$ cat config.mk
export PLATFORM = sky130hd
export DESIGN_NAME = display_timing
export DESIGN_NICKNAME = d
export VERILOG_FILES = /design/src/draw_pkg.sv /design/src/display_timing.sv
export VERILOG_INCLUDE_DIRS = /design/src
export SDC_FILE = /design/constraint.sdc
export NUM_CORES = 1
export LEC_CHECK = 0
export ABC_AREA = 1
export CAP_MARGIN = 40
export CORE_ASPECT_RATIO = 2
export CORE_MARGIN = 1
export CORE_UTILIZATION = 40
export CTS_CLUSTER_DIAMETER = 50
export DETAILED_ROUTE_END_ITERATION = 12
export DONT_BUFFER_PORTS = 1
export GPL_TIMING_DRIVEN = 0
export PLACE_DENSITY_LB_ADDON = 0.1
export SETUP_SLACK_MARGIN = 0.2
export SYNTH_ARGS = -nofsm -noshare
export SYNTH_HDL_FRONTEND = slang
export SYNTH_SLANG_ARGS = --single-unit
$ cat constraint.sdc
create_clock -name clk_pix -period 2.37 [get_ports clk_pix]
set_clock_uncertainty 0.1 [all_clocks]
set_input_delay 0.474 -clock clk_pix [delete_from_list [all_inputs] [get_ports clk_pix]]
set_output_delay 0.474 -clock clk_pix [all_outputs]
set_load 0.005 [all_outputs]
$ cat src/rect_defs.svh
/*
 * rectangle demo shared defines
 * raster timing, framebuffer geometry, letterbox, write queue and shape set
 */
`ifndef RECT_DEFS_SVH
`define RECT_DEFS_SVH

`define H_ACTIVE  160  // visible columns
`define H_FP      8    // horizontal front porch
`define H_SYNC    16   // hsync width, active low
`define H_BP      8    // horizontal back porch
`define H_TOTAL   (`H_ACTIVE + `H_FP + `H_SYNC + `H_BP)

`define V_ACTIVE  100  // visible rows
`define V_FP      2    // vertical front porch
`define V_SYNC    2    // vsync width in rows, active low
`define V_BP      2    // vertical back porch
`define V_TOTAL   (`V_ACTIVE + `V_FP + `V_SYNC + `V_BP)

`define FB_WIDTH  80   // framebuffer columns
`define FB_HEIGHT 45   // framebuffer rows
`define FB_SCALE  2    // display pixels per framebuffer pixel, both axes
`define FB_AW     12   // address bits for FB_WIDTH * FB_HEIGHT entries
`define LB_TOP    5    // first display row of the letterbox band

`define FB_QDEPTH 4    // write queue depth, also initial credits
`define FB_QPW    2    // queue pointer width
`define FB_QCW    3    // queue count and credit counter width

`define SHAPE_CNT 16   // rectangles after the clear
`define SHAPE_X0  10   // shape 0 corners, each later shape shrinks by one
`define SHAPE_Y0  4
`define SHAPE_X1  69
`define SHAPE_Y1  40

`endif

$ cat src/draw_pkg.sv
/*
 * drawing side types
 * coordinates, rasterizer opcodes and sequencer states
 */
package draw_pkg;

    typedef logic signed [15:0] coord_t;  // screen and framebuffer position

    // rasterizer operation
    typedef enum logic {
        OP_FILL,     // every pixel inside the corners
        OP_OUTLINE   // edge pixels only
    } raster_op_e;

    // shape sequencer states
    typedef enum logic [2:0] {
        S_IDLE,        // wait for first frame
        S_CLEAR,       // send full screen fill
        S_WAIT_CLEAR,  // fill in progress
        S_ISSUE,       // send next outline
        S_WAIT_SHAPE,  // outline in progress
        S_DONE         // all shapes drawn
    } seq_state_e;

endpackage

$ cat src/display_timing.sv
/*
 * display timing generator
 * raster position, active low syncs, data enable, frame and line pulses
 */
`timescale 1ns/10ps
`include "rect_defs.svh"

module display_timing import draw_pkg::*; (
    input  logic   clk_pix,
    input  logic   arst_n,
    output coord_t sx,     // column
    output coord_t sy,     // row
    output logic   hsync,
    output logic   vsync,
    output logic   de,     // visible area
    output logic   frame,  // start of frame
    output logic   line    // start of row
);

    coord_t nx;  // next column
    coord_t ny;  // next row

    always_comb begin
        if (sx == `H_TOTAL - 1) begin  // wrap to next row
            nx = '0;
            ny = (sy == `V_TOTAL - 1) ? '0 : sy + 16'sd1;
        end else begin
            nx = sx + 16'sd1;
            ny = sy;
        end
    end

    // all outputs registered from the next position so they stay aligned
    always_ff @(posedge clk_pix or negedge arst_n) begin
        if (!arst_n) begin
            sx    <= coord_t'(`H_TOTAL - 1);  // first edge lands on 0,0
            sy    <= coord_t'(`V_TOTAL - 1);
            hsync <= 1'b1;
            vsync <= 1'b1;
            de    <= 1'b0;
            frame <= 1'b0;
            line  <= 1'b0;
        end else begin
            sx    <= nx;
            sy    <= ny;
            hsync <= !(nx >= `H_ACTIVE + `H_FP &&
                       nx < `H_ACTIVE + `H_FP + `H_SYNC);  // low in sync
            vsync <= !(ny >= `V_ACTIVE + `V_FP &&
                       ny < `V_ACTIVE + `V_FP + `V_SYNC);
            de    <= (nx < `H_ACTIVE) && (ny < `V_ACTIVE);
            frame <= (nx == 0) && (ny == 0);
            line  <= (nx == 0);
        end
    end

endmodule

=== After elaboration in Yosys (flattened, before gate mapping) ===
Index checks and enable logic that the tools add are counted.

* Word-level logic and storage cells: 28
* Bits of input ports: 2
* Output and inout bits: 37
* Bits in registers: 37

* $add $sub $neg: 2
* Equal/unequal tests: 2
* Mux-type cells: 3
* Reductions and logical operators: 8
* Magnitude comparators: 6

{| class="wikitable"
|+ Operators by type and width
! kind !! count
|-
| 32-bit zero test || 2
|-
| 16-bit two-way mux || 3
|-
| 16-bit by 8-bit < comparator with 1-bit output (second input constant) || 2
|-
| 16-bit by 9-bit < comparator with 1-bit output (second input constant) || 2
|-
| 16-bit by 1-bit adder with 16-bit output (second input constant) || 1
|-
| 16-bit by 2-bit adder with 16-bit output (second input constant) || 1
|-
| 16-bit by 8-bit == test with 1-bit output (second input constant) || 1
|-
| 16-bit by 9-bit == test with 1-bit output (second input constant) || 1
|-
| 16-bit by 8-bit greater-or-equal comparator with 1-bit output (second input constant) || 1
|-
| 16-bit by 9-bit greater-or-equal comparator with 1-bit output (second input constant) || 1
|-
| 1-bit logical AND || 4
|-
| 1-bit zero test || 2
|}

=== Logic depth before layout (Yosys ltp) ===
* Depth after elaboration: 6
* Depth in mapped cells: 14
* Depth with buffers taken out: 14

=== Worst setup path before layout ===
No wires, ideal clock.

* Kind: register to register
* Start: register sx[0]
* End: register de
* Data arrival time: 1821 ps
* Setup time: 121 ps
* Setup slack: 328 ps
* Path buffers: 1
* Clock period less this slack: 2042 ps
* Required time: 2149 ps
* Cell stages (with the launch flop): 14
* Cells stage by stage: dfstp_2 > ha_1 > nand2_1 > nor2_4 > nand3_2 > nor2_8 > buf_8 > nand3b_1 > nand2_2 > inv_2 > nand2_1 > nand3_1 > nand3_1 > a21oi_1

* Longest elaborated chain between the ends: 4
* Elaborated cells between the ends (all ways): 7
* Classes of those cells: add/sub: 1; order compare: 2; eq/ne: 1; mux: 2; reduce/logical: 1

{| class="wikitable"
|+ RTL lines
! item !! line !! RTL
|-
| from (decl) || display_timing.sv:11 || <nowiki>output coord_t sx,</nowiki>
|-
| from (signal assigned) || display_timing.sv:36 || <nowiki>sx <= coord_t'(`H_TOTAL - 1);</nowiki>
|-
| from (signal assigned) || display_timing.sv:44 || <nowiki>sx <= nx;</nowiki>
|-
| 16-bit by 9-bit == test with 1-bit output || display_timing.sv:24 || <nowiki>if (sx == `H_TOTAL - 1) begin</nowiki>
|-
| 16-bit two-way mux || display_timing.sv:24 ||
|-
| via ny[3] || display_timing.sv:21 || <nowiki>coord_t ny;</nowiki>
|-
| 16-bit by 8-bit < comparator with 1-bit output (no line) || -- ||
|-
| 1-bit logical AND || display_timing.sv:50 || <nowiki>de <= (nx < `H_ACTIVE) && (ny < `V_ACTIVE);</nowiki>
|-
| to (signal assigned) || display_timing.sv:50 ||
|-
| to (decl) || display_timing.sv:15 || <nowiki>output logic de,</nowiki>
|}

The timed path passes the listed nets, and every way through them passes these cells.

=== Worst setup path in the final report ===
* Start: register sx[0]
* End: register frame

* Longest elaborated chain between the ends: 4
* Elaborated cells between the ends (all ways): 7
* Classes of those cells: add/sub: 1; eq/ne: 1; mux: 2; reduce/logical: 3

{| class="wikitable"
|+ RTL lines
! item !! line !! RTL
|-
| 16-bit by 9-bit == test with 1-bit output || display_timing.sv:24 ||
|-
| 16-bit two-way mux || display_timing.sv:24 ||
|-
| via ny[6] || display_timing.sv:21 ||
|-
| 32-bit zero test || display_timing.sv:51 || <nowiki>frame <= (nx == 0) && (ny == 0);</nowiki>
|-
| 1-bit logical AND || display_timing.sv:51 ||
|-
| to (signal assigned) || display_timing.sv:51 ||
|-
| to (decl) || display_timing.sv:16 || <nowiki>output logic frame,</nowiki>
|}

The timed path passes the listed nets, and every way through them passes these cells.

==> results.md <==
STA:
- The final clock period utilization by the worst path is 98.2%.
- Setup violations remaining at the end of the flow were counted as 0.
- Derived from the worst setup path, the maximum achievable clock frequency is 430 MHz.
- The minimum clock period is ~2.3 ns.
- The worst pin sits at a relative slew slack of 73.2%.
- For the pin with the worst max-slew slack, the measured transition is 0.401 ns.
- The final max-slew violation count is 0.
- The final hold violation count is 0.
- Setup repair after global routing could not meet its margin everywhere.
- Setup total negative slack on the finished layout was measured at 0 ns.
- Across all hold checks on the routed design, the worst slack comes to 0.443 ns.
- The final worst-path setup slack is 0.0424 ns.

Cells and area:
- The final cell count without fillers is 459.
- The filler cells instantiated in the layout total 608.
- Registers take 942 sq um.
- 0 antenna diodes ended up in the layout.
- Summing all multi-input logic gate instances after layout gives 0.00142 sq mm.
- Relative to the synthesized area, the layout overhead comes to 20.2%.
- For this run, the post-layout net count is 379.
- The share of post-route cells with drive strength above 1 is 28.0%.

Global routing:
- Global routing consumed, over all layers together, 22.6% of the routing resources.
- The number of antenna violations at the first check in global routing is 0.
- The via count of the first global-routing pass came to 2282.
- The global-route wire length before repair is 11000 microns.
- The maximum number of pins on one net before global-route repair is 38.
- Global routing finished with a remaining overflow of 0.

Drt:
- The number of vias per cell after detailed routing is 5.09.
- The antenna violation net count after detailed routing is 0.
- Dividing the detail-routed wire length by the instance count gives 15.0 microns.
- The routed layout has 2335 vias.
- Wires add up to around 6900 microns.
- After detailed routing, the number of remaining DRC violations is 0.
- The detailed-router iteration count before antenna repair is 4.
- The count of routing violations after the opening detailed-route iteration is 122.

Logic synthesis:
- Synthesis produced 350 cells.
- Ranked by total cell area, the synthesized netlist is headed by dfrtp_1, dfstp_2, nand2_1.
- Summing every instance area after synthesis gives 0.00252 sq mm.
- The commonest register cell after synthesis is dfrtp_1.
- After synthesis, the netlist uses 33 different library cells.
- For this run, asynchronously set or reset flops after synthesis account for 100%.
- The sequential share of the synthesized area is 37.3%.
- The count of flip-flops with a built-in enable after synthesis is 0.
- The share of Yosys cell area claimed by the top area cell type is 23.8%.
- The average instance area after synthesis is 7.21 sq um.
- In the synthesized netlist, the cells that appear most often are nand2_1, inv_1, nor2_1, nand3_1, dfrtp_1.
- In this run, synthesis produced a sequential element count of 37.
- When the netlist entered floorplanning its net count stood at 355.
- In the post-synthesis netlist, the cell with the most instances is nand2_1.
- During synthesis, Yosys emitted a total of 0 warnings.
- The cell type with the largest total area after synthesis is dfrtp_1.

Clocking:
- TritonCTS built the clock tree.
- The cell chosen for the clock root is clkbuf_16.
- The number of buffers created by CTS is 5.
- The number of clock sinks is 37.
- For the worst-skew pair, the clock arrives at the later sink with an insertion delay of slightly below 0.3 ns.
- After clock tree synthesis, the clock-pin slew on the worst setup and hold paths is 0.06 ns.
- The longest clock path from root to sink contains 2 buffers.
- The total number of H-tree levels is 2.

Critical path:
- STA puts the critical path data arrival time at 2.45 ns.
- The worst setup path is launched from a register.
- The class of the most critical setup path is reg -> reg.
- The master of the slowest instance on the critical path is dfstp_2.
- The launch point of the critical path is sx[0].
- The top fanout value on the critical path is 5.
- The required time of the worst setup path is 2.50 ns.
- The capturing element type of the critical path is a register.
- The critical path goes through ha_4, nand2_4, nor2_4, buf_6, inv_2, nor2_4, nand2_4, buf_6, nand2_2, and2_4, inv_2, nor2_1, nand2_1, nand3b_1, nor2_1.
- The largest single stage delay on the critical path is 0.59 ns.
- The launching point of the worst reg2reg path is sx[0].

Placed design:
- Once placement completed, the tool counted placed cells totaling between 400 and 500.
- OpenSTA, run right after detailed placement, puts the worst setup slack at -0.0669 ns.
- Routability-driven placement finished with a final weighted congestion of 0.867.
- The number of I/O port buffers is 0.
- The detailed-placement wirelength estimate is 5120 microns.

Power:
- Overall power consumption after layout is estimated at 1.45 mW.
- The leakage power total is 1.47 nW.
- The power density of the placed cells is 477 mW/mm^2.
- The peak supply drop is ~450 uV.

Flow run:
- Across the run, the number of max-cap violations was 0.

Floorplanning:
- 39 I/O pins were placed.
- The region available for standard cell placement spans 0.00606 sq mm.
- The die extent in y is 114 microns.
- The die is 58.2 microns wide.
- The initialized floorplan defines 40 standard-cell rows.
- Once the floorplan was initialized, standard cells occupied 41.7% of the core.
- The overall die area is between 0.006 and 0.007 sq mm.

Hold path:
- The min-delay analysis places its worst path in the category reg -> reg.
- The worst min-delay path startpoint is sx[0].

Status:
- The flow ran to the end, and the final reports show no timing, DRC or antenna violations.
[sequential cells by signal (all words and copies together) (netlist names)]
signal	cells
sy	16
vsync	1
line	1
frame	1
de	1
sx	16
hsync	1
[per-stage QoR]
stage	util, %	instance area, sq um
floorplan	-	2520
CTS	49.0	2970
detailed placement	43.4	2630
global placement	43.4	2630
global route	50.1	3030
finish	50.1	3030
[critical path: cells and delay by family (launching register included)]
kind / cells / cell delay, ns
adders and majority gates: 1 / 0.16
DFF: 1 / 0.59
and+or+nand+nor: 10 / 1.06
buffers and inverters: 4 / 0.35
[layout make-up]
class	instances	area share, %
Multi-Input combinational cell	253	46.8
Sequential cell	37	31.1
Inverter	57	7.09
Clock buffer	7	5.77
Timing Repair Buffer	16	4.62
Tap cell	84	3.46
Buffer	4	1.07
Clock inverter	1	0.165
[path summary, 6_finish.rpt]
check	to	slack, ns	depth (start not counted)
max	frame	0.04	15
max in group asynchronous	sx[5]	1.37	2
min reg2reg	sx[0]	0.44	1
max reg2reg	frame	0.04	15
min	sx[0]	0.44	1
min in group asynchronous	sy[1]	0.55	2
[where the power goes]
group          total [mW]  switching, mW  internal [mW]  leakage [nW]
Combinational      0.0176         0.0131        0.00452         0.915
Clock               0.798          0.282          0.516        0.0902
Sequential          0.633              0          0.633         0.466
[layer usage]
metal	up-vias	wire length, microns	global-route usage, %	share of wire [%]
met4	0	280	13.8	4.1
li1	1149	-	-	-
met5	-	0	0	0
met1	1103	2370	21.7	34
met2	64	3940	42.1	57
met3	19	283	4.63	4.1
[cells by family (layout without fill, tap and decap cells)]
logic type,Yosys count,count (layout),share of synthesized area (%)
XOR/XNOR,11,11,4.11
adder cells (fa/ha/maj),3,3,1.49
buffers and inverters,61,85,9.81
flip-flops,37,37,37.3
AND/OR/NAND/NOR,224,225,44.4
AO/OA/AOI/OAI,14,14,2.92
[placed cells by master, fill, tap and decap left out, types with 7 or more instances in the layout]
master	instances
buf_4	12
clkbuf_16	7
dfrtp_1	24
dfstp_2	13
inv_1	47
inv_2	9
nand2_1	74
nand2_2	16
nand3_1	36
nand4_1	11
nor2_1	47
nor2_2	10
nor2_4	8
o21ai_0	7
xor2_1	10
[timing repair]
action                                  in CTS  in global routing
endpoints found under the setup margin       5                  5
hold endpoints to repair                    37                  0
gates resized for setup                     20                 10
pin swaps                                   12                 19
gates cloned                                 1                  0
buffers inserted                             8                  6
hold buffers                                 2                  0
Note: power is estimated with default switching activity, not from simulation.
