**config.mk**
```make
export PLATFORM = sky130hd
export DESIGN_NAME = palette_out
export DESIGN_NICKNAME = d
export VERILOG_FILES = /design/src/rect_defs.svh /design/src/video_pkg.sv /design/src/palette_out.sv
export SDC_FILE = /design/constraint.sdc
export NUM_CORES = 1
export LEC_CHECK = 0
export ABC_AREA = 1
export BUFFER_PORTS_ARGS = -buffer_cell sky130_fd_sc_hd__buf_2
export CORE_MARGIN = 10
export CORE_UTILIZATION = 43
export DETAILED_ROUTE_END_ITERATION = 8
export MAX_ROUTING_LAYER = met4
export PLACE_DENSITY = 0.8
export SLEW_MARGIN = 20
export SYNTH_ARGS = -nofsm -noshare
export SYNTH_HDL_FRONTEND = slang
export SYNTH_SLANG_ARGS = --single-unit
export TNS_END_PERCENT = 50
```
**constraint.sdc**
```tcl
create_clock -name clk_pix -period 1.3 [get_ports clk_pix]
set_input_delay 0.065 -clock clk_pix [delete_from_list [all_inputs] [get_ports clk_pix]]
set_output_delay 0.065 -clock clk_pix [all_outputs]
set_load 0.005 [all_outputs]
```
**src/rect_defs.svh**
```systemverilog
/*
 * rectangle demo shared defines
 * raster timing, framebuffer geometry, letterbox, write queue and shape set
 */
`ifndef RECT_DEFS_SVH
`define RECT_DEFS_SVH

`define H_ACTIVE  160  // visible columns
`define H_FP      8    // horizontal front porch
`define H_SYNC    16   // hsync width, active low
`define H_BP      8    // horizontal back porch
`define H_TOTAL   (`H_ACTIVE + `H_FP + `H_SYNC + `H_BP)

`define V_ACTIVE  100  // visible rows
`define V_FP      2    // vertical front porch
`define V_SYNC    2    // vsync width in rows, active low
`define V_BP      2    // vertical back porch
`define V_TOTAL   (`V_ACTIVE + `V_FP + `V_SYNC + `V_BP)

`define FB_WIDTH  80   // framebuffer columns
`define FB_HEIGHT 45   // framebuffer rows
`define FB_SCALE  2    // display pixels per framebuffer pixel, both axes
`define FB_AW     12   // address bits for FB_WIDTH * FB_HEIGHT entries
`define LB_TOP    5    // first display row of the letterbox band

`define FB_QDEPTH 4    // write queue depth, also initial credits
`define FB_QPW    2    // queue pointer width
`define FB_QCW    3    // queue count and credit counter width

`define SHAPE_CNT 16   // rectangles after the clear
`define SHAPE_X0  10   // shape 0 corners, each later shape shrinks by one
`define SHAPE_Y0  4
`define SHAPE_X1  69
`define SHAPE_Y1  40

`endif

```
**src/video_pkg.sv**
```systemverilog
/*
 * display side types and the fixed 16 colour palette
 */
package video_pkg;

    typedef logic [3:0] chan_t;  // one colour channel
    typedef logic [3:0] cidx_t;  // framebuffer colour index

    typedef struct packed {
        chan_t r;
        chan_t g;
        chan_t b;
    } rgb_t;

    localparam rgb_t palette_lut [16] = '{
        '{4'h0, 4'h0, 4'h0}, '{4'h1, 4'h2, 4'h5}, '{4'h7, 4'h2, 4'h5}, '{4'h0, 4'h8, 4'h5},
        '{4'hA, 4'h5, 4'h3}, '{4'h5, 4'h5, 4'h4}, '{4'hC, 4'hC, 4'hC}, '{4'hF, 4'hF, 4'hE},
        '{4'hF, 4'h0, 4'h4}, '{4'hF, 4'hA, 4'h0}, '{4'hF, 4'hE, 4'h2}, '{4'h0, 4'hE, 4'h3},
        '{4'h2, 4'hA, 4'hF}, '{4'h8, 4'h7, 4'h9}, '{4'hF, 4'h7, 4'hA}, '{4'hF, 4'hC, 4'hA}
    };  // entry 0 black

endpackage
```
**src/palette_out.sv**
```systemverilog
/*
 * palette output stage
 * colour lookup plus two cycle sync and de alignment
 */
`timescale 1ns/10ps

module palette_out import video_pkg::*; (
    input  logic  clk_pix,
    input  logic  arst_n,
    input  logic  hsync_in,
    input  logic  vsync_in,
    input  logic  de_in,
    input  cidx_t pix_cidx,  // lags the syncs by one
    output logic  hsync,
    output logic  vsync,
    output logic  de,
    output chan_t red,
    output chan_t green,
    output chan_t blue
);

    logic hs_d, vs_d, de_d;  // first delay stage, lines up with pix_cidx

    always_ff @(posedge clk_pix or negedge arst_n) begin
        if (!arst_n) begin
            hs_d  <= 1'b1;
            vs_d  <= 1'b1;
            de_d  <= 1'b0;
            hsync <= 1'b1;
            vsync <= 1'b1;
            de    <= 1'b0;
            red   <= '0;
            green <= '0;
            blue  <= '0;
        end else begin
            hs_d  <= hsync_in;
            vs_d  <= vsync_in;
            de_d  <= de_in;
            hsync <= hs_d;
            vsync <= vs_d;
            de    <= de_d;
            red   <= de_d ? palette_lut[pix_cidx].r : '0;  // black in blanking
            green <= de_d ? palette_lut[pix_cidx].g : '0;
            blue  <= de_d ? palette_lut[pix_cidx].b : '0;
        end
    end

endmodule

```
# [Word-level counts from Yosys, hierarchy flattened]
# Memories as Yosys holds them, arrays and structs flattened.
# Index checks and enable logic that the tools add are counted.
# W data, S select, Z words.
[word_totals] n_memories=1 inputBits=9 ramBits=0 rom_bits=192 output_inout_bits=15 elab_cells=17 ff_bits=18 latchBits=0
[mem_list] memory="(no name shown)" words=16 width=12 rd=1 rd_ports_with_merged_regs=0 write_ports=0 line_no="palette_out.sv:44" text="blue <= de_d ? palette_lut[pix_cidx].b : '0;"
[classes] n_div=0 bitwise_logic=1 mux=5 reduce_logical=0 shift=0 mul=0 eq_ne=0 n_lt_le_gt_ge=1 n_addsub=0
[ops] cell="$mux W12" count=2
[ops] cell="$mux W4" count=3
[ops] cell="$ge A5 B5 Y1 const B" count=1
[ops] cell="$not A4 Y5" count=1

# [Longest topological paths before layout]
# Gate-level depths: netlist of run 1.
[depth] depth_word=5 depth_mapped=7 ltp_nobuf=7

# [Worst setup path before layout of run 1]
# No wires, ideal clock.
[synth_path] kind="flip-flop to flip-flop" from="register de_d" to="register red[1]" path_slack_ns=0.358 setup_ns=0.113 required_ns=1.187 n_path_buf=1 arrival_ns=0.829 stages_incl_launch_ff=8 synth_period_minus_slack_ns=0.942 cell_sequence="dfrtp_1 -> buf_4 -> nand2_1 -> nand2_1 -> nand2_1 -> nand2_1 -> nand2_1 -> inv_1"
[synth_via] elab_chain_cells=1
[synth_lines] item="start, declared" line_no="palette_out.sv:22" text="logic hs_d, vs_d, de_d;"
[synth_lines] item="start signal, assigned" line_no="palette_out.sv:38" text="de_d <= de_in;"
[synth_lines] item="$mux W4" line_no="palette_out.sv:42" text="red <= de_d ? palette_lut[pix_cidx].r : '0;"
[synth_lines] item="end signal, assigned" line_no="palette_out.sv:42"
[synth_lines] item="end, declared" line_no="palette_out.sv:17" text="output chan_t red,"
# Every way passes these cells.

# [Worst setup path after layout of run 1]
# Same ends and word-level chain as after synthesis.

==> impl_results.md, run 1 <==
- Starting Density: 44.5%
- DR vias: 690
- Yosys warns: 0
- First-pass DRT Iterations: 4
- Cell with the most instances after synthesis: nand2_1
- Antenna violations before repair: 0
- Sequential fraction of the synthesis area: 53.2%
- Routed wire length: 1760 microns
- Syn Area/Cell: 9.01 sq um
- Part of the power in combinational logic: 17.4%
- Post-synth EDFFs: 0
- Final Power: 1.08 mW
- Static Leak: 0.601 nW
- Clock power share: 25.5%
- Maximum fanout along the worst path: 9
- Worst hold path class: in -> reg
- Setup tns final: 0 ns
- Synth area leaders: dfrtp_1, nand2_1, dfstp_2, ha_1, a21oi_1
- DR DRC count: 0
- Cells after Synth: 95
- Yosys top cell area share: 40.9%
- Startpoint Class: flip-flop
- Post-synthesis cell type count: 18
- Antenna cells: 0
- Clock transition at path regs: 0.09 ns
- Status: finished clean
- Port Buf Inserts: 23
- RSZ-0062 raised after global routing: no
- Peak supply drop: 0.469 mV
- Clk_skew: 0.00648 ns
- Die width: 64.6 microns
- Pwr Density: 1030 mW/mm^2
- # IOs: 24
- R2R depth: 6
- CP arrival: 1.25 ns
- Clk_lat worst skew: 0.29 ns
- Ys async rst share: 100%
- Largest net degree at the start of global routing: 19
- First-pass GRT wire length: 3040 microns
- Routed vias/inst: 4.60
- TritonCTS clock tree: yes
- Postcts setup bufs: 0
- Sw frac: 25.7%
- Remaining Overflow, GRT: 0
- Die area: 0.00417 sq mm
- Hold Buf Count CTS: 4
- Post-Syn Nets: 111
- Area growth syn-to-layout: 22.4%
- Clock Tree Buf Depth: 2
- Slack of the critical path: 0.248 ns
- CP required: 1.49 ns
- Cell Count, Final, Fillers Out: 150
- Placed Cells: 142
- Number of global-route vias before repair: 704
- CTS sink count: 18
- Slew headroom: 75.0%
- Final Hold Vio Count: 0
- GP Congestion: 0.844
- Fill count: 191
- Fmax: 0.950 GHz
- Root buffer cell: clkbuf_4
- Internal Power: 799 uW
- Post-DRT Antenna Nets: 0
- Die Span Y: 64.6 microns
- CTS Buf Count: 3
- Final Critical Period: 1.05 ns
- Worst hold margin: 0.115 ns
- Max Transition Viols Final: 0
- Hold path cells: 3
- Post-detailed-route wirelength per cell: 11.8 microns
- DP HPWL: 1360 microns
- Cell area after synthesis: 856 sq um
- DR iter-0 viols: 12
- MaxCap Viol Count: 0
- Reg power frac: 57.1%
- Overall routing resource usage: 9.28%
- Final #Nets: 140
- Layout cell share with drive strength beyond 1: 28.5%
- Tcrit/Tclk final: 80.9%
- Cell taking the most area after synthesis: dfrtp_1
- H-tree depth: 1
- Worst-Margin Slew: 0.376 ns
- Top_reg_cell synth: dfrtp_1
- Core Region: 0.00192 sq mm
- PostCTS Resize Cnt: 0
- Top post-synthesis cells by count: nand2_1, dfrtp_1, a21oi_1, ha_1, inv_1
- Net Switching: 277 uW
- #FFs+latches synth: 18
- # setup viols final: 0
- Place WS: 0.212 ns
- Critical Path Sink Type: flip-flop
- Row count: 16
- CP Class: reg -> reg
==> per-stage QoR <==
step / util (%) / cell area, sq um
final: 54.5 / 1050
after floorplan: - / 856
after detailed placement: 51.0 / 981
after CTS: 54.5 / 1050
after global routing: 54.5 / 1050
after global placement: 51.0 / 981
==> metal layers <==
layer	GRT usage [%]	wire (microns)	vias to the layer above	part of all wire (%)
li1	-	-	351	-
met1	9.28	716	321	41
met2	15.8	908	14	52
met3	3.09	99	4	5.6
met4	4.81	38	0	2.2
met5	-	0	-	0
==> area by class of cell <==
type / count / area [sq um] / area share, %
Tap cell: 27 / 33.8 / 3.23
Inverter: 9 / 36.3 / 3.46
Multi-Input combinational cell: 65 / 340 / 32.5
Timing Repair Buffer: 27 / 155 / 14.8
Clock buffer: 4 / 26.3 / 2.51
Sequential cell: 18 / 455 / 43.5
==> critical path: stages (launching register included) <==
cell and delay, ns:
dfrtp_1 0.50, nand2_2 0.14, nand2_1 0.10, nand2_1 0.10, nand2_1 0.05, nand2_1 0.05
inv_1 0.03
==> sequential cells by signal, summed over array words and instances, names as in the netlist <==
register,flops
vsync,1
blue,4
hs_d,1
de,1
vs_d,1
de_d,1
red,4
hsync,1
green,4
==> path summary, 6_finish.rpt <==
check / to / from / slack [ns]
worst min register to register: hsync / hs_d / 0.36
worst max register to register: red[1] / de_d / 0.25
worst max-delay path: red[1] / de_d / 0.25
max in group asynchronous: hs_d / arst_n / 0.77
worst min-delay path: red[2] / pix_cidx[1] / 0.11
min in group asynchronous: green[0] / arst_n / 0.22
==> cell families after synthesis <==
family | Yosys count | synth area share, %
DFF | 18 | 53.2
AOI/OAI and AO/OA | 11 | 6.72
adders and majority gates | 7 | 10.2
and+or+nand+nor | 47 | 22.8
buffers and inverters | 12 | 7.02
==> power groups by stage <==
stage / sequential (mW) / combinational, mW / clock, mW
after CTS: 0.615 / 0.193 / 0.284
after floorplan: 0.630 / 0.100 / 0
final: 0.614 / 0.187 / 0.275
after global routing: 0.621 / 0.215 / 0.303
after detailed placement: 0.626 / 0.182 / 0
after global placement: 0.625 / 0.177 / 0
==> layout by cell type, fill, tap and decap left out, drive strengths merged, types with 2 or more instances in the layout <==
cell / count
nand2: 37
ha: 7
dfrtp: 14
buf: 23
o21ai: 2
nor2: 5
a21oi: 8
inv: 9
dlygate4sd3: 4
clkbuf: 4
nand3: 5
dfstp: 4
Note: power is estimated with default switching activity, not from simulation.
==> run 2: changes to the inputs <==
ABC_AREA = 0   (was 1)
clock period = 1.1 ns   (was 1.3 ns; I/O delays follow)
==> run 2 against run 1 <==
- final cell count fell by 14%
- combinational power up 8%
- register-to-register slack lost 0.11 ns
- largest cell class unchanged
- largest power group unchanged
==> impl_results.md, run 2 <==
- Slowest-stage cell, CP: dfstp_2 (was dfrtp_1)
- Antenna cells: 0 (unchanged)
- Cell with the most instances after synthesis: dfrtp_1 (was nand2_1)
- Status: finished clean (unchanged)
- Max incr delay on CP: 0.52 ns (was 0.50 ns)
- Startpoint Class: flip-flop (unchanged)
- Routed wire length: 1530 microns (was 1760 microns)
- Post-synthesis cell type count: 21 (was 18)
- Ys async rst share: 100% (unchanged)
- # setup viols final: 0 (unchanged)
- Die Span Y: 63.5 microns (was 64.6 microns)
- Pwr Density: 1270 mW/mm^2 (was 1030 mW/mm^2)
- Layout cell share with drive strength beyond 1: 33.7% (was 28.5%)
- Peak supply drop: 0.543 mV (was 0.469 mV)
- DR DRC count: 0 (unchanged)
- Post-detailed-route wirelength per cell: 11.9 microns (was 11.8 microns)
- Most frequent cells in the layout: buf_2, dfrtp_1, a21oi_1, ha_1 (was nand2_1, buf_2, dfrtp_1, a21oi_1)
- Setup tns final: 0 ns (unchanged)
- Critical Path Sink Type: output pin (was flip-flop)
- Overall routing resource usage: 8.00% (was 9.28%)
- Final #Nets: 121 (was 140)
- Cell area after synthesis: 813 sq um (was 856 sq um)
- Clk_skew: 0.00466 ns (was 0.00648 ns)
- Maximum fanout along the worst path: 1 (was 9)
- DR iter-0 viols: 15 (was 12)
- Biggest regs: blue: 4 flops, green: 4 flops, red: 4 flops (unchanged)
- RSZ-0062 raised after global routing: no (unchanged)
- Yosys warns: 0 (unchanged)
- Post-Syn Nets: 90 (was 111)
- CTS Buf Count: 3 (unchanged)
- DP HPWL: 1190 microns (was 1360 microns)
- Final Critical Period: 0.964 ns
- Area growth syn-to-layout: 26.6% (was 22.4%)
- Post-synth EDFFs: 0 (unchanged)
- Number of global-route vias before repair: 603 (was 704)
- R2R depth: 2 (was 6)
- Critical path's top delay family: flip-flops (unchanged)
- Critical path cell sequence: buf_2 (was nand2_2 -> nand2_1 -> nand2_1 -> nand2_1 -> nand2_1 -> inv_1)
- Tcrit/Tclk final: 87.6%
- Leading cell type in the layout, fill and taps excluded: buf_2 (was nand2_1)
- Final Hold Vio Count: 0 (unchanged)
- First-pass DRT Iterations: 4 (unchanged)
- Port Buf Inserts: 23 (unchanged)
- Remaining Overflow, GRT: 0 (unchanged)
- #FFs+latches synth: 18 (unchanged)
- CP Depth: 1 (was 6)
- Max Transition Viols Final: 0 (unchanged)
- CP required: 1.04 ns (was 1.49 ns)
- First-pass GRT wire length: 2640 microns (was 3040 microns)
- Static Leak: 0.517 nW (was 0.601 nW)
- Root buffer cell: clkbuf_4 (unchanged)
- Die width: 63.5 microns (was 64.6 microns)
- Top_reg_cell synth: dfrtp_1 (unchanged)
- Cells after Synth: 74 (was 95)
- Core Region: 0.00176 sq mm (was 0.00192 sq mm)
- Starting Density: 46.1% (was 44.5%)
- MaxCap Viol Count: 0 (unchanged)
- GP Congestion: 0.936 (was 0.844)
- Post-DRT Antenna Nets: 0 (unchanged)
- CTS sink count: 18 (unchanged)
- Worst-Margin Slew: 0.362 ns (was 0.376 ns)
- Clock Tree Buf Depth: 2 (unchanged)
- PostCTS Resize Cnt: 0 (unchanged)
- Slew headroom: 75.9% (was 75.0%)
- Hold path cells: 3 (unchanged)
- DR vias: 621 (was 690)
- CP Class: reg -> out (was reg -> reg)
- Clk_lat worst skew: 0.28 ns (was 0.29 ns)
- Yosys top cell area share: 43.1% (was 40.9%)
- Antenna violations before repair: 0 (unchanged)
- Sequential fraction of the synthesis area: 56.0% (was 53.2%)
- CP arrival: 0.91 ns (was 1.25 ns)
- Row count: 15 (was 16)
- Die area: 0.00403 sq mm (was 0.00417 sq mm)
- Bufs and invs on worst path: 1 (unchanged)
- Top post-synthesis cells by count: dfrtp_1, a21oi_1, ha_1 (was nand2_1, dfrtp_1, a21oi_1, ha_1, inv_1)
- # IOs: 24 (unchanged)
- Post-layout util: 58.4% (was 54.5%)
- Largest net degree at the start of global routing: 23 (was 19)
- TritonCTS clock tree: yes (unchanged)
- Syn Area/Cell: 11.0 sq um (was 9.01 sq um)
- Routed vias/inst: 4.81 (was 4.60)
- Worst hold path class: in -> reg (unchanged)
- Synth area leaders: dfrtp_1, dfstp_2, ha_1, a21oi_1, o211ai_1 (was dfrtp_1, nand2_1, dfstp_2, ha_1, a21oi_1)
- H-tree depth: 1 (unchanged)
- Cell taking the most area after synthesis: dfrtp_1 (unchanged)
- Fmax: 1.04 GHz
- Clock transition at path regs: 0.10 ns (was 0.09 ns)
run 2: cell count changes after synthesis, sizes merged, moves of 3 or more:
cell    previous run  this run
a211oi             0         3
a21oi              8        11
inv                9         4
nand2             37         5
nand3              5         1
nor2b              0         3
o211ai             0         5
run 2: cell type report:
cell class / instances / area, sq um
fillers: 163 / 734
repair buffers: 29 / 170
multi-input cells: 48 / 318
flip-flops and latches: 18 / 455
inverters: 5 / 18.8
clock buffers: 4 / 36.3
well taps: 25 / 31.3
run 2: logic make-up after synthesis:
kind of cell	Yosys count	share of synthesized area, %
compound gates	23	17.1
fa+ha+maj	7	10.8
buf+inv	8	4.92
flops	18	56.0
simple gates	18	11.2
run 2: power by group:
group	leakage, nW	total, mW	switching, mW	internal (mW)
sequential	0.221	0.717	0.00990	0.707
combinational	0.274	0.202	0.112	0.0901
clock	0.0210	0.384	0.183	0.201
run 2: through the flow:
stage	power (mW)	hold WS, ns	setup WS [ns]	area [sq um]	std cells
after global routing	1.37	0.130	0.0262	1030	129
after floorplan	0.835	-0.241	0.233	813	74
final	1.30	0.105	0.136	1030	129
after CTS	1.32	0.103	0.127	1030	129
after detailed placement	0.924	-0.00792	0.0296	953	121
after global placement	0.920	-0.0144	0.0585	953	121
run 2: path summary, 6_finish.rpt:
kind                            slack (ns)   startpoint  endpoint
worst max-delay path                  0.14        hsync     hsync
worst min-delay path                  0.11  pix_cidx[2]  green[2]
worst max register to register        0.14         de_d   blue[0]
worst min register to register        0.36         vs_d     vsync
max in group asynchronous             0.59       arst_n      vs_d
min in group asynchronous             0.20       arst_n    red[0]
run 2: routing by layer:
layer  wire (microns)  global-route usage, %
met1              761                   10.4
met4               23                   4.92
met3               79                   1.06
met2              670                   11.3
met5                0                      -
run 2: repair_timing:
action | CTS | global route
hold buffers | 4 | 0
setup buffers | 0 | 0
hold endpoints to repair | 21 | 0
==> run 3: changes to the inputs <==
ABC_AREA = 1   (was 0)
==> run 3 against run 2 <==
- cell area is 3.5% higher
- utilization is 2.9 points lower
- critical path depth stayed put
- non-clock buffer count is 1 lower
- die area is 3.6% higher
- power is 3.8% higher
- setup slack worse by 0.0083 ns
- sequential share of layout area is 1.4 points lower
- wire length is 16% higher
- largest cell class unchanged
==> impl_results.md, run 3 (same netlist as run 1, synthesis figures left out) <==
- Status: finished clean (unchanged)
- Bufs and invs on worst path: 1 (unchanged)
- FF-to-FF setup slack: 0.14 ns (about the same)
- Row count: 16 (was 15)
- Postcts setup bufs: 0 (unchanged)
- Clock transition at path regs: 0.10 ns (about the same)
- Worst-Margin Slew: 0.375 ns (was 0.362 ns)
- Starting Density: 44.5% (was 46.1%)
- Die Span Y: 64.6 microns (was 63.5 microns)
- Overall routing resource usage: 9.99% (was 8.00%)
- Maximum fanout along the worst path: 1 (unchanged)
- CTS sink count: 18 (unchanged)
- DR vias: 705 (was 621)
- Post-DRT Antenna Nets: 0 (unchanged)
- Fmax: 1.03 GHz (was 1.04 GHz)
- H-tree depth: 1 (unchanged)
- Startpoint Class: flip-flop (unchanged)
- Die width: 64.6 microns (was 63.5 microns)
- DP HPWL: 1370 microns (was 1190 microns)
- Slowest-stage cell, CP: dfstp_2 (unchanged)
- Most Crowded Layer GR: met2 (unchanged)
- Tcrit/Tclk final: 88.4% (was 87.6%)
- Port Buf Inserts: 23 (unchanged)
- Worst hold path class: in -> reg (unchanged)
- Most frequent cells in the layout: nand2_1, buf_2, dfrtp_1, a21oi_1 (was buf_2, dfrtp_1, a21oi_1, ha_1)
- TritonCTS clock tree: yes (unchanged)
- Worst hold margin: 0.102 ns (was 0.105 ns)
- Met2 usage: 16.6% (was 11.3%)
- Fill count: 193 (was 163)
- Clock Tree Buf Depth: 2 (unchanged)
- Grt met3 use: 3.44% (was 1.06%)
- Layout cell share with drive strength beyond 1: 30.6% (was 33.7%)
- # IOs: 24 (unchanged)
- Critical path cell sequence: buf_2 (unchanged)
- # setup viols final: 0 (unchanged)
- Setup tns final: 0 ns (unchanged)
- Max incr delay on CP: 0.52 ns (about the same)
- Final Hold Vio Count: 0 (unchanged)
- Biggest regs: blue: 4 flops, green: 4 flops, red: 4 flops (unchanged)
- Peak supply drop: 0.597 mV (was 0.543 mV)
- DR DRC count: 0 (unchanged)
- Antenna violations before repair: 0 (unchanged)
- First-pass GRT wire length: 3310 microns (was 2640 microns)
- Routed vias/inst: 4.67 (was 4.81)
- Static Leak: 0.610 nW (was 0.517 nW)
- R2R depth: 6 (was 2)
- RSZ-0062 raised after global routing: no (unchanged)
- Pwr Density: 1270 mW/mm^2 (about the same)
- Leading cell type in the layout, fill and taps excluded: nand2_1 (was buf_2)
- Grt met1 use: 9.76% (was 10.4%)
- Final Critical Period: 0.972 ns (was 0.964 ns)
- Critical path origin: hsync (unchanged)
- MaxCap Viol Count: 0 (unchanged)
- GP Congestion: 0.886 (was 0.936)
- Hold path cells: 3 (unchanged)
- Critical Path Sink Type: output pin (unchanged)
- CTS Buf Count: 3 (unchanged)
- CP arrival: 0.92 ns (was 0.91 ns)
- CP Depth: 1 (unchanged)
- CP Class: reg -> out (unchanged)
- Final #Nets: 141 (was 121)
- Min-delay src: pix_cidx[1] (was pix_cidx[2])
- Critical path's top delay family: flip-flops (unchanged)
- Post-detailed-route wirelength per cell: 11.8 microns (was 11.9 microns)
- Root buffer cell: clkbuf_4 (unchanged)
- Largest net degree at the start of global routing: 19 (was 23)
- Die area: 0.00417 sq mm (was 0.00403 sq mm)
- Slew headroom: 75.0% (was 75.9%)
- Max Transition Viols Final: 0 (unchanged)
- Number of global-route vias before repair: 743 (was 603)
- CP required: 1.04 ns (about the same)
- Clk_lat worst skew: 0.30 ns (was 0.28 ns)
- Remaining Overflow, GRT: 0 (unchanged)
- Core Region: 0.00192 sq mm (was 0.00176 sq mm)
- Antenna cells: 0 (unchanged)
- First-pass DRT Iterations: 5 (was 4)
- Clk_skew: 0.00586 ns (was 0.00466 ns)
- Routed wire length: 1780 microns (was 1530 microns)
- DR iter-0 viols: 18 (was 15)
- Reg-to-Reg Start: de_d (unchanged)
- Area growth syn-to-layout: 24.6% (was 26.6%)
## run 3: final cells by class
cell class	instances	area, sq um	share of cell area, %
clock buffers	4	36.3	3.40
inverters	9	36.3	3.40
multi-input cells	65	340	31.9
flip-flops and latches	18	457	42.8
well taps	27	33.8	3.17
repair buffers	28	163	15.3
## run 3: final timing paths
kind,end
min in group asynchronous,green[0]
max reg2reg,red[1]
min,red[2]
min reg2reg,hsync
max in group asynchronous,vsync
max,hsync
## run 3: repair_timing
| action | in CTS | in global routing |
|---|---|---|
| gates resized for setup | 0 | 1 |
| setup endpoints to repair | 0 | 2 |
| hold endpoints to repair | 21 | 0 |
| hold buffers | 4 | 0 |
## run 3: through the flow
stage	utilization, %	worst slack, ns	total power [mW]	instance area (sq um)	std cells
3_3_place_gp	51.4	0.0653	0.951	988	143
4_1_cts	55.4	0.110	1.37	1060	151
6_report	55.5	0.128	1.35	1070	151
2_1_floorplan	-	0.158	0.862	856	95
3_5_place_dp	51.4	0.0200	0.956	988	143
5_1_grt	55.5	0.0177	1.43	1070	151
## run 3: routing by layer
layer / share of wire [%] / vias to the layer above
met2: 50 / 27
li1: - / 350
met1: 38 / 319
met4: 3.5 / 0
met5: 0 / -
met3: 8.2 / 9
## run 3: report_power, final
part / internal (mW) / switching [mW] / leakage [nW]
clock: 0.202 / 0.199 / 0.0210
sequential: 0.713 / 0.0128 / 0.217
combinational: 0.0937 / 0.133 / 0.372
total: 1.01 / 0.344 / 0.610
