### src/rect_defs.svh
/*
 * rectangle demo shared defines
 * raster timing, framebuffer geometry, letterbox, write queue and shape set
 */
`ifndef RECT_DEFS_SVH
`define RECT_DEFS_SVH

`define H_ACTIVE  160  // visible columns
`define H_FP      8    // horizontal front porch
`define H_SYNC    16   // hsync width, active low
`define H_BP      8    // horizontal back porch
`define H_TOTAL   (`H_ACTIVE + `H_FP + `H_SYNC + `H_BP)

`define V_ACTIVE  100  // visible rows
`define V_FP      2    // vertical front porch
`define V_SYNC    2    // vsync width in rows, active low
`define V_BP      2    // vertical back porch
`define V_TOTAL   (`V_ACTIVE + `V_FP + `V_SYNC + `V_BP)

`define FB_WIDTH  80   // framebuffer columns
`define FB_HEIGHT 45   // framebuffer rows
`define FB_SCALE  2    // display pixels per framebuffer pixel, both axes
`define FB_AW     12   // address bits for FB_WIDTH * FB_HEIGHT entries
`define LB_TOP    5    // first display row of the letterbox band

`define FB_QDEPTH 4    // write queue depth, also initial credits
`define FB_QPW    2    // queue pointer width
`define FB_QCW    3    // queue count and credit counter width

`define SHAPE_CNT 16   // rectangles after the clear
`define SHAPE_X0  10   // shape 0 corners, each later shape shrinks by one
`define SHAPE_Y0  4
`define SHAPE_X1  69
`define SHAPE_Y1  40

`endif

### src/draw_pkg.sv
/*
 * drawing side types
 * coordinates, rasterizer opcodes and sequencer states
 */
package draw_pkg;

    typedef logic signed [15:0] coord_t;  // screen and framebuffer position

    // rasterizer operation
    typedef enum logic {
        OP_FILL,     // every pixel inside the corners
        OP_OUTLINE   // edge pixels only
    } raster_op_e;

    // shape sequencer states
    typedef enum logic [2:0] {
        S_IDLE,        // wait for first frame
        S_CLEAR,       // send full screen fill
        S_WAIT_CLEAR,  // fill in progress
        S_ISSUE,       // send next outline
        S_WAIT_SHAPE,  // outline in progress
        S_DONE         // all shapes drawn
    } seq_state_e;

endpackage

### src/video_pkg.sv
/*
 * display side types and the fixed 16 colour palette
 */
package video_pkg;

    typedef logic [3:0] chan_t;  // one colour channel
    typedef logic [3:0] cidx_t;  // framebuffer colour index

    typedef struct packed {
        chan_t r;
        chan_t g;
        chan_t b;
    } rgb_t;

    localparam rgb_t palette_lut [16] = '{
        '{4'h0, 4'h0, 4'h0}, '{4'h1, 4'h2, 4'h5}, '{4'h7, 4'h2, 4'h5}, '{4'h0, 4'h8, 4'h5},
        '{4'hA, 4'h5, 4'h3}, '{4'h5, 4'h5, 4'h4}, '{4'hC, 4'hC, 4'hC}, '{4'hF, 4'hF, 4'hE},
        '{4'hF, 4'h0, 4'h4}, '{4'hF, 4'hA, 4'h0}, '{4'hF, 4'hE, 4'h2}, '{4'h0, 4'hE, 4'h3},
        '{4'h2, 4'hA, 4'hF}, '{4'h8, 4'h7, 4'h9}, '{4'hF, 4'h7, 4'hA}, '{4'hF, 4'hC, 4'hA}
    };  // entry 0 black

endpackage
### src/shape_sequencer.sv
/*
 * shape sequencer
 * clears the framebuffer then issues one outline command per rectangle
 */
`timescale 1ns/10ps
`include "rect_defs.svh"

module shape_sequencer import draw_pkg::*, video_pkg::*; (
    input  logic       clk_pix,
    input  logic       arst_n,
    input  logic       frame,      // start of frame
    input  logic       idle,       // rasterizer ready
    input  logic       done,       // rasterizer finished
    output logic       cmd_start,
    output raster_op_e cmd_op,
    output coord_t     cmd_x0,
    output coord_t     cmd_y0,
    output coord_t     cmd_x1,
    output coord_t     cmd_y1,
    output cidx_t      cmd_cidx,
    output logic       draw_done   // sticky
);

    seq_state_e state;
    coord_t     shape_k;  // current shape number

    always_ff @(posedge clk_pix or negedge arst_n) begin
        if (!arst_n) begin
            state     <= S_IDLE;
            shape_k   <= '0;
            cmd_start <= 1'b0;
            draw_done <= 1'b0;
        end else begin
            cmd_start <= 1'b0;  // single cycle pulse
            case (state)
                S_IDLE: begin
                    if (frame) state <= S_CLEAR;
                end
                S_CLEAR: begin
                    if (idle) begin
                        cmd_start <= 1'b1;
                        state     <= S_WAIT_CLEAR;
                    end
                end
                S_WAIT_CLEAR: begin
                    if (done) state <= S_ISSUE;
                end
                S_ISSUE: begin
                    if (idle) begin
                        cmd_start <= 1'b1;
                        state     <= S_WAIT_SHAPE;
                    end
                end
                S_WAIT_SHAPE: begin
                    if (done) begin
                        if (shape_k == `SHAPE_CNT - 1) begin
                            state <= S_DONE;
                        end else begin
                            shape_k <= shape_k + 16'sd1;
                            state   <= S_ISSUE;
                        end
                    end
                end
                S_DONE: draw_done <= 1'b1;
                default: state <= S_IDLE;
            endcase
        end
    end

    // command fields load with the start pulse and hold until the next one
    always_ff @(posedge clk_pix) begin
        if (state == S_CLEAR && idle) begin  // whole framebuffer in black
            cmd_op   <= OP_FILL;
            cmd_x0   <= '0;
            cmd_y0   <= '0;
            cmd_x1   <= coord_t'(`FB_WIDTH - 1);
            cmd_y1   <= coord_t'(`FB_HEIGHT - 1);
            cmd_cidx <= '0;
        end else if (state == S_ISSUE && idle) begin  // nested outlines
            cmd_op   <= OP_OUTLINE;
            cmd_x0   <= coord_t'(`SHAPE_X0) + shape_k;
            cmd_y0   <= coord_t'(`SHAPE_Y0) + shape_k;
            cmd_x1   <= coord_t'(`SHAPE_X1) - shape_k;
            cmd_y1   <= coord_t'(`SHAPE_Y1) - shape_k;
            cmd_cidx <= cidx_t'(shape_k[3:0]);  // colour wraps every 16
        end
    end

endmodule

### config.mk
export PLATFORM = sky130hd
export DESIGN_NAME = shape_sequencer
export DESIGN_NICKNAME = d
export VERILOG_FILES = /design/src/draw_pkg.sv /design/src/video_pkg.sv /design/src/shape_sequencer.sv
export VERILOG_INCLUDE_DIRS = /design/src
export SDC_FILE = /design/constraint.sdc
export NUM_CORES = 1
export LEC_CHECK = 0
export ABC_AREA = 1
export BUFFER_PORTS_ARGS = -buffer_cell sky130_fd_sc_hd__buf_2
export CORE_MARGIN = 2
export CORE_UTILIZATION = 56
export DETAILED_ROUTE_END_ITERATION = 10
export PLACE_DENSITY = 0.82
export SLEW_MARGIN = 20
export SYNTH_ARGS = -nofsm -noshare
export SYNTH_HDL_FRONTEND = slang
export SYNTH_SLANG_ARGS = --single-unit
### constraint.sdc
create_clock -name clk_pix -period 2.8 [get_ports clk_pix]
set_clock_uncertainty 0.15 [all_clocks]
set_input_delay 0.42 -clock clk_pix [delete_from_list [all_inputs] [get_ports clk_pix]]
set_output_delay 0.42 -clock clk_pix [all_outputs]
set_load 0.05 [all_outputs]
# Word-level counts from Yosys, hierarchy flattened
# Cells that the tools add are included.
[op_classes] n_addsub=5 eq_ne=11 muxes=9 n_bitwise=2 n_reduce_logical=6
[op_table] operator="$mux W3" count=6
[op_table] operator="$pmux W3 S6" count=1
[op_table] operator="$add A16 B2 Y16 const B" count=1
[op_table] operator="$add A4 B16 Y16 const A" count=1
[op_table] operator="$add A5 B16 Y16 const A" count=1
[op_table] operator="$eq A16 B5 Y1 const B" count=1
[op_table] operator="$sub A7 B16 Y16 const A" count=1
[op_table] operator="$sub A8 B16 Y16 const A" count=1
[op_table] operator="$ne A2 B2 Y1 const B" count=5
[op_table] operator="$eq A3 B2 Y1 const B" count=2
[op_table] operator="$eq A3 B3 Y1 const B" count=2
[op_table] operator="$reduce_and A6 Y1" count=1
[op_table] operator="$eq A3 B1 Y1 const B" count=1
[op_table] operator="$logic_not A3 Y1" count=1
[op_table] operator="$reduce_and A3 Y1" count=1
[op_table] operator="$logic_and A1 B1 Y1" count=2
[op_table] operator="$mux W1" count=2
[op_table] operator="$not A1 Y1" count=2
[op_table] operator="$reduce_or A2 Y1" count=1
[totals] register_bits=90 in_bits=5 out_inout_bits=71 wordCells=43

# Logic depth before layout (Yosys ltp)
# Gate-level depths: netlist of the first run.
[depth] word_depth=4 ltp_mapped=11 depth_no_buf=11

# Worst setup path before layout of the first run
# OpenSTA, ideal clock, no wires.
[synth_path] kind="register -> register" from="reg shape_k[3]" to="reg cmd_x0[14]" arrival_time_ns=1.471 required_ns=2.536 slack_ns=1.065 path_stages_with_launch=11 n_path_buf=1 synth_period_minus_slack_ns=1.735 path_cell_list="dfrtp_1 -> buf_2 -> inv_1 -> ha_1 -> nand2_1 -> nand2_1 -> nand2_1 -> o21ai_0 -> nand2_1 -> o21bai_1 -> inv_1"
[synth_via] elab_chain_cells=1
[synth_lines] element="start: declaration" line_no="shape_sequencer.sv:25" rtl="coord_t shape_k;"
[synth_lines] element="start signal: assignment" line_no="shape_sequencer.sv:59" rtl="shape_k <= shape_k + 16'sd1;"
[synth_lines] element="$add A5 B16 Y16" line_no="shape_sequencer.sv:81" rtl="cmd_x0 <= coord_t'(`SHAPE_X0) + shape_k;"
[synth_lines] element="end signal: assignment" line_no="shape_sequencer.sv:81"
[synth_lines] element="end: declaration" line_no="shape_sequencer.sv:16" rtl="output coord_t cmd_x0,"
# Every way passes these cells.
# A chain may end at the register's enable or synchronous reset.

# Worst setup path in the final report of the first run
[layout_path] from="reg shape_k[1]" to="reg shape_k[0]"
[layout_via] elab_chain_cells=3
[layout_lines] element="$eq A16 B5 Y1" line_no="shape_sequencer.sv:56" rtl="if (shape_k == `SHAPE_CNT - 1) begin"
[layout_lines] element="$not A1 Y1 (no line)"
[layout_lines] element="$reduce_and A3 Y1 (no line)"
# Every way passes these cells.

==> metrics.csv, run 1 <==
stage,metric,value,unit
run_status,status,finished clean,
pwr,p_leak,0.00273,uW
clock_tree,clockBufferDepth,2,
floorplan,start_util,58.2,%
synth,synth_simple_gate_area_share,30.7,%
synth,yosysSeqAreaShare,40.2,%
global_routing,antenna_found_initial,0,
setup_path,path_delay_family,simple AND/OR/NAND/NOR gates,
drt,num_vias,4445,
placed_design,gp_congestion,1.00,
cells_and_area,instances_no_fill,815,
setup_path,worstSetupPathType,flip-flop to flip-flop,
sta,setup_tns,0,ns
synth,netlist_area,0.00455,mm2
sta,slew_headroom,45.4,%
sta,setup_violations,0,
clock_tree,ctsHtreeMaxLevel,3,
drt,drc,0,
placed_design,io_buffer_count,75,
clock_tree,clkSinkCount,86,
placed_design,dpl.hpwl,9.14,mm
synth,synth_compound_area_share,11.1,%
clock_tree,cts_made_buffers,9,
global_routing,track_usage,30.4,%
synth,synth_top_family_by_area,simple AND/OR/NAND/NOR gates,
setup_path,cp.buffers_inverters,1,
global_routing,use_met1,37.7,%
cells_and_area,n_antenna_cell,0,
floorplan,coreArea,0.00781,mm2
drt,drt_pass1_iterations,5,
synth,yosys.area_share.xor_xnor,5.20,%
setup_path,rr_worst_depth,8,
synth,netlist.area_leader.share,28.6,%
worst_hold_path,min_to,state[1],
setup_path,rr_endpoint,shape_k[0],
global_routing,grtUsageMet2,51.1,%
setup_path,crit_top_cell,nand2_1,
synth,synth-seq-cells,86,
sta,slew_violations,0,
setup_path,cp.arrival,2.30,ns
clock_tree,postCtsSetupBuffers,0,
setup_path,crit_fanout,20,
cells_and_area,final_nets,721,
setup_path,slowest_delay,0.46,ns
drt,ant_nets,0,
sta,fmax,454,MHz
global_routing,grt.busiest_layer,met2,
floorplan,rows,32,
pwr,p_per_area,912,mW/mm2
drt,drt_iter0_drc,344,
synth,ys_types,35,
global_routing,grt_max_degree,45,
drt,route.detailed.wl_per_inst,15.5,um
global_routing,grt_pass1_wl,20.8,mm
floorplan,die_h,94.1,um
synth,synthCells,648,
floorplan,die_area,0.00886,mm2
drt,viasPerCell,5.45,
setup_path,r2r-start,shape_k[1],
setup_path,rrSetupSlack,0.60,ns
synth,postSynthNetCount,661,
global_routing,met3_usage,5.94,%
setup_path,cp_data_required_time,2.90,ns
clock_tree,insertion_delay,0.36,ns
floorplan,die_w,94.1,um
synth,avgSynthCellArea,7.02,um2
setup_path,end_kind,flip-flop,
setup_path,crit_slowest_cell,dfrtp_1,
setup_path,crit_chain,"ha_1, nand2_1, nor3_2, nand2_1, nand3_2, inv_2, nand2_1, nand2_1",
clock_tree,cts-root-buf,clkbuf_8,
synth,yosysWarnings,0,
clock_tree,clk_pin_slew,0.09,ns
sta,hold_viol,0,
clock_tree,cts_resized,0,
worst_hold_path,min_delay_path_depth,5,
setup_path,startpoint_type,flip-flop,
sta,rsz0062_at_grt,no,
pwr,finalPower,4670,uW
cells_and_area,syn2layout_area_growth,12.6,%
sta,final.period_utilization,78.6,%
cells_and_area,fillers,699,
drt,wl,12.6,mm
synth,synthArstFlopShare,24.4,%
sta,worst_slew_pin_slew,0.816,ns
synth,synth_enable_flop_cells,0,
flow_run,cap_violations,0,
global_routing,grt_pass1_vias,4193,
sta,layout_min_cycle_time,2.20,ns
floorplan,ioPinCount,76,
synth,muxShareOfSynthArea,0,%
placed_design,place_inst,798,
clock_tree,cts_tree,done,
synth,synth-adder-area-share,2.20,%
worst_hold_path,hold_path_startpoint,frame,
pwr,ir_drop,0.943,mV
synth,yosys-top-cells-area,"dfxtp_1 (29%), nand2_1 (19%), dfrtp_1 (12%)",
worst_hold_path,worstHoldPathType,input port to flip-flop,
synth,yosys.area.top_type,dfxtp_1,
cells_and_area,drive_gt1_share,16.8,%
global_routing,overflow,0,
synth,synthFlopType,dfxtp_1,
==> through the flow <==
| step | utilization [%] | cell area [um2] | worst slack [ns] | hold slack [ns] |
|---|---|---|---|---|
| floorplan | - | 4550 | 1.06 | -0.0256 |
| global placement | 62.6 | 4880 | 0.699 | 0.246 |
| detailed placement | 62.6 | 4880 | 0.670 | 0.259 |
| CTS | 65.6 | 5120 | 0.638 | 0.284 |
| global route | 65.6 | 5120 | 0.464 | 0.320 |
| finish | 65.6 | 5120 | 0.599 | 0.295 |
==> cell type report <==
class | count | area (um2) | share of cell area (%)
flip-flops and latches | 86 | 1830 | 35.7
well taps | 102 | 128 | 2.49
multi-input cells | 458 | 2250 | 43.9
clock buffers | 11 | 163 | 3.18
repair buffers | 80 | 415 | 8.11
clock inverters | 5 | 62.6 | 1.22
inverters | 73 | 279 | 5.45
==> registers in the layout, summed over array words and instances (netlist names) <==
register,count
cmd_cidx,2
cmd_op,1
cmd_start,1
cmd_x0,16
cmd_x1,16
cmd_y0,15
cmd_y1,15
draw_done,1
shape_k,16
state,3
==> report_power, final <==
| part | internal (uW) | leakage [uW] | switching, uW |
|---|---|---|---|
| combinational | 476 | 0.00180 | 1540 |
| clock | 498 | 0.000116 | 481 |
| sequential | 1500 | 0.000816 | 178 |
==> cells in the mapped netlist, types with 2 or more instances <==
| cell type | number |
|---|---|
| nand2_1 | 226 |
| dfrtp_1 | 21 |
| o21ai_0 | 47 |
| buf_6 | 6 |
| inv_2 | 7 |
| buf_2 | 13 |
| nor2_1 | 34 |
| buf_4 | 6 |
| a21oi_1 | 18 |
| o21ai_1 | 5 |
| o21a_1 | 4 |
| o21bai_1 | 5 |
| nand3_2 | 2 |
| o22a_1 | 2 |
| ha_1 | 8 |
| clkbuf_1 | 6 |
| nand2_4 | 2 |
| inv_1 | 64 |
| xor2_1 | 26 |
| dfxtp_1 | 65 |
| o211ai_1 | 2 |
| a31oi_1 | 5 |
| nand4_1 | 4 |
| nand3_1 | 51 |
| nor2_2 | 9 |
==> kinds of logic after synthesis <==
logic type | count (synthesis)
xor gates and xnor gates | 27
DFF | 86
buffers and inverters | 104
AOI/OAI and AO/OA | 91
and+or+nand+nor | 332
adders and majority gates | 8
==> worst reg2reg max path: cells and delay by family (launching register included) <==
kind | cells | cell delay (ns)
flip-flops | 1 | 0.46
adder cells (fa/ha/maj) | 1 | 0.32
buffers and inverters | 1 | 0.21
AND/OR/NAND/NOR | 6 | 0.95
==> how the worst max path moves through the flow <==
| stage | start | endpoint | slack [ns] | cells after the start |
|---|---|---|---|---|
| after floorplan | shape_k[3] | cmd_x0[14] | 1.06 | 10 |
| after global placement | shape_k[2] | cmd_y1[12] | 0.70 | 10 |
| after detailed placement | shape_k[1] | shape_k[9] | 0.67 | 8 |
| after CTS | shape_k[2] | shape_k[9] | 0.64 | 8 |
| after global routing | shape_k[3] | shape_k[15] | 0.46 | 8 |
| final | shape_k[1] | shape_k[0] | 0.60 | 8 |
==> layout by cell type, fill, tap and decap left out, types with 4 or more instances in the layout <==
cell type  count
buf_2         75
nand2_1      226
o21bai_1       5
buf_4          4
nand4_1        4
o21ai_1        5
nor2_1        34
inv_1         64
dfrtp_1       21
a21oi_1       18
ha_1           8
clkbuf_8      10
o21ai_0       47
a31oi_1        5
inv_2          7
dfxtp_1       65
nor2_2         8
xor2_1        26
o21a_1         4
nand3_1       51
==> repair_timing <==
item,in CTS,in global routing
setup endpoints to repair,0,0
hold endpoints to repair,21,0
hold buffers,1,0
==> metal layers <==
layer	up-vias	wire (um)
met1	2020	5190
met2	231	6020
met3	36	955
met4	0	443
li1	2158	-
met5	-	0
No activity file was read; power rests on OpenSTA's default activity.
==> inputs of run 2 (changes only) <==
--- a/config.mk
+++ b/config.mk
@@ -6,10 +6,10 @@
 export SDC_FILE = /design/constraint.sdc
 export NUM_CORES = 1
 export LEC_CHECK = 0
-export ABC_AREA = 1
+export ABC_AREA = 0
 export BUFFER_PORTS_ARGS = -buffer_cell sky130_fd_sc_hd__buf_2
 export CORE_MARGIN = 2
-export CORE_UTILIZATION = 56
+export CORE_UTILIZATION = 55
 export DETAILED_ROUTE_END_ITERATION = 10
 export PLACE_DENSITY = 0.82
 export SLEW_MARGIN = 20
==> constraint.sdc (replaced) <==
create_clock -name clk_pix -period 2.25 [get_ports clk_pix]
set_clock_uncertainty 0.15 [all_clocks]
set_input_delay 0.3375 -clock clk_pix [delete_from_list [all_inputs] [get_ports clk_pix]]
set_output_delay 0.3375 -clock clk_pix [all_outputs]
set_load 0.05 [all_outputs]
==> metrics.csv, run 2 <==
stage,metric,value,unit,change
run_status,status,finished clean,,
cells_and_area,instances_no_fill,624,,-23%
clock_tree,clkSinkCount,86,,unchanged
drt,wl,9.10,mm,-28%
floorplan,rows,31,,-3.1%
global_routing,grt_pass1_vias,3093,,-26%
setup_path,rr_endpoint,shape_k[1],,
synth,netlist.area_leader.share,32.3,%,+3.7 points
synth,synth-seq-cells,86,,unchanged
sta,slew_violations,0,,unchanged
cells_and_area,syn2layout_area_growth,17.2,%,
pwr,p_per_area,1000,mW/mm2,+10%
clock_tree,clockBufferDepth,2,,unchanged
cells_and_area,drive_gt1_share,24.8,%,+7.9 points
drt,viasPerCell,5.32,,-2.4%
synth,yosys-top-cells-area,"dfxtp_1 (32%), dfrtp_1 (13%), xor2_1 (7.8%)",,
synth,synthArstFlopShare,24.4,%,unchanged
global_routing,grt_max_degree,51,,+13%
floorplan,die_area,0.00802,mm2,-9.5%
sta,setup_violations,0,,unchanged
sta,final.period_utilization,94.5,%,+16 points
drt,drt_pass1_iterations,5,,unchanged
sta,setup_tns,0,ns,unchanged
worst_hold_path,min_to,state[0],,
synth,yosysWarnings,0,,unchanged
clock_tree,clk_pin_slew,0.08,ns,about the same
floorplan,ioPinCount,76,,unchanged
floorplan,coreArea,0.00718,mm2,-8.1%
drt,num_vias,3320,,-25%
synth,yosys.area.top_type,dfxtp_1,,
clock_tree,insertion_delay,0.36,ns,about the same
placed_design,dpl.hpwl,6.58,mm,-28%
drt,drt_iter0_drc,264,,-23%
drt,drc,0,,unchanged
cells_and_area,n_antenna_cell,0,,unchanged
synth,synthCells,448,,-31%
synth,synth.most_common_cell,nand2_1,,
setup_path,cp.arrival,2.22,ns,-0.08 ns
synth,synth_commonest_cells,"nand2_1 (74), dfxtp_1 (65), nor2_1 (42)",,
synth,avgSynthCellArea,8.98,um2,+28%
placed_design,place_inst,607,,-24%
drt,route.detailed.wl_per_inst,14.6,um,-5.7%
cells_and_area,multiInputGateArea,0.00197,mm2,-12%
sta,worst_slack,0.124,ns,-0.475 ns
sta,rsz0062_at_grt,no,,
setup_path,rr_worst_depth,5,,-3
global_routing,antenna_found_initial,0,,unchanged
synth,netlist_area,0.00403,mm2,-11%
setup_path,r2r-start,shape_k[0],,
placed_design,io_buffer_count,75,,unchanged
floorplan,start_util,56.1,%,-2.1 points
synth,synthFlopType,dfxtp_1,,
synth,postSynthNetCount,461,,-30%
sta,fmax,470,MHz,+3.5%
setup_path,crit_fanout,7,,-65%
flow_run,cap_violations,0,,unchanged
sta,hold_viol,0,,unchanged
cells_and_area,mostFrequentLayoutCells,"buf_2 (75), nand2_1 (74), dfxtp_1 (65)",,
worst_hold_path,hold_path_startpoint,done,,
pwr,p_leak,0.00211,uW,-23%
setup_path,cp_data_required_time,2.34,ns,-0.56 ns
sta,worst_slew_pin_slew,0.525,ns,-0.291 ns
cells_and_area,reg_top3,"cmd_x0 (16), cmd_x1 (16), shape_k (16)",,
clock_tree,cts_made_buffers,9,,unchanged
placed_design,gp_congestion,0.884,,-12%
worst_hold_path,min_delay_path_depth,3,,-2
setup_path,startpoint_type,flip-flop,,
cells_and_area,final_common_cell,buf_2,,
clock_tree,ctsHtreeMaxLevel,3,,unchanged
clock_tree,cts-root-buf,clkbuf_8,,
global_routing,overflow,0,,unchanged
sta,layout_min_cycle_time,2.13,ns,-0.0746 ns
clock_tree,cts_tree,done,,
clock_tree,postCtsSetupBuffers,0,,unchanged
setup_path,end_kind,flip-flop,,
drt,ant_nets,0,,unchanged
sta,slew_headroom,65.0,%,+20 points
setup_path,rrSetupSlack,0.12,ns,-0.48 ns
global_routing,grt_pass1_wl,15.0,mm,-28%
worst_hold_path,worstHoldPathType,input port to flip-flop,,
floorplan,die_w,89.5,um,-4.8%
synth,ys_types,50,,+43%
synth,yosysSeqAreaShare,45.4,%,+5.2 points
cells_and_area,ff_latch_area,0.00183,mm2,about the same
placed_design,dp_slack,0.0815,ns,-0.589 ns
setup_path,worstSetupPathType,flip-flop to flip-flop,,
cells_and_area,final_nets,533,,-26%
global_routing,track_usage,24.2,%,-6.2 points
floorplan,die_h,89.5,um,-4.8%
pwr,ir_drop,0.587,mV,-38%
synth,synth_enable_flop_cells,0,,unchanged
cells_and_area,fillers,571,,-18%
[run 2: cell count changes after synthesis, sizes merged, moves of 5 or more]
cell / previous run / this run
o31ai: 0 / 13
buf: 25 / 30
xnor2: 1 / 31
xor2: 26 / 36
nand2: 229 / 75
inv: 72 / 7
a21oi: 18 / 13
nand3: 53 / 9
o21ai: 52 / 45
[run 2: per-layer routing]
layer / global-route usage, % / up-vias / part of all wire (%)
li1: - / 1624 / -
met4: 8.82 / 0 / 1.7
met2: 38.6 / 86 / 48
met3: 3.32 / 12 / 4.2
met5: 0 / - / 0
met1: 33.4 / 1598 / 46
[run 2: worst max path at each step]
stage	from	endpoint	slack (ns)	depth (start not counted)
detailed placement	shape_k[1]	shape_k[1]	0.08	5
floorplan	shape_k[2]	shape_k[1]	0.31	5
finish	shape_k[0]	shape_k[1]	0.12	5
CTS	shape_k[1]	shape_k[1]	0.06	5
global placement	shape_k[1]	shape_k[1]	0.19	5
global route	shape_k[2]	cmd_y1[13]	0.001	7
[run 2: stage by stage]
step	hold WS, ns	util (%)	instance area [um2]	total power, uW
after detailed placement	0.167	62.5	4480	3600
after floorplan	-0.108	-	4030	3230
after global placement	0.170	62.5	4480	3560
after global routing	0.202	65.8	4720	4970
after CTS	0.160	65.7	4720	4760
final	0.162	65.8	4720	4740
[run 2: critical path, stage by stage, from the launching register on]
cell	delay, ns
dfrtp_1	0.44
ha_1	0.26
nor4bb_1	0.38
nand4_2	0.23
nand2_2	0.22
mux2_1	0.33
[run 2: layout make-up]
| cell class | instances | area share, % |
|---|---|---|
| multi-input combinational | 319 | 41.8 |
| sequential | 86 | 38.7 |
| timing repair buffer | 97 | 11.5 |
| clock buffer | 15 | 4.64 |
| tap | 99 | 2.63 |
| inverter | 7 | 0.557 |
| clock inverter | 1 | 0.106 |
[run 2: what timing repair did]
action	4_1_cts	5_1_grt
setup endpoints to repair	0	2
endpoints found under the hold margin	21	0
hold buffers	1	0
gates resized for setup	0	2
[run 2: kinds of logic after synthesis]
| logic type | Yosys count | share of synthesized area [%] |
|---|---|---|
| compound gates | 85 | 13.1 |
| xor+xnor | 67 | 14.6 |
| buf+inv | 43 | 5.60 |
| mux | 1 | 0.280 |
| simple gates | 158 | 18.6 |
| flops | 86 | 45.4 |
| fa+ha+maj | 8 | 2.49 |
[run 2: power breakdown]
group	leakage (uW)	switching [uW]	internal, uW	total, uW
Sequential	0.000802	175	1740	1920
Combinational	0.00120	1250	406	1660
Clock	0.000116	539	626	1170
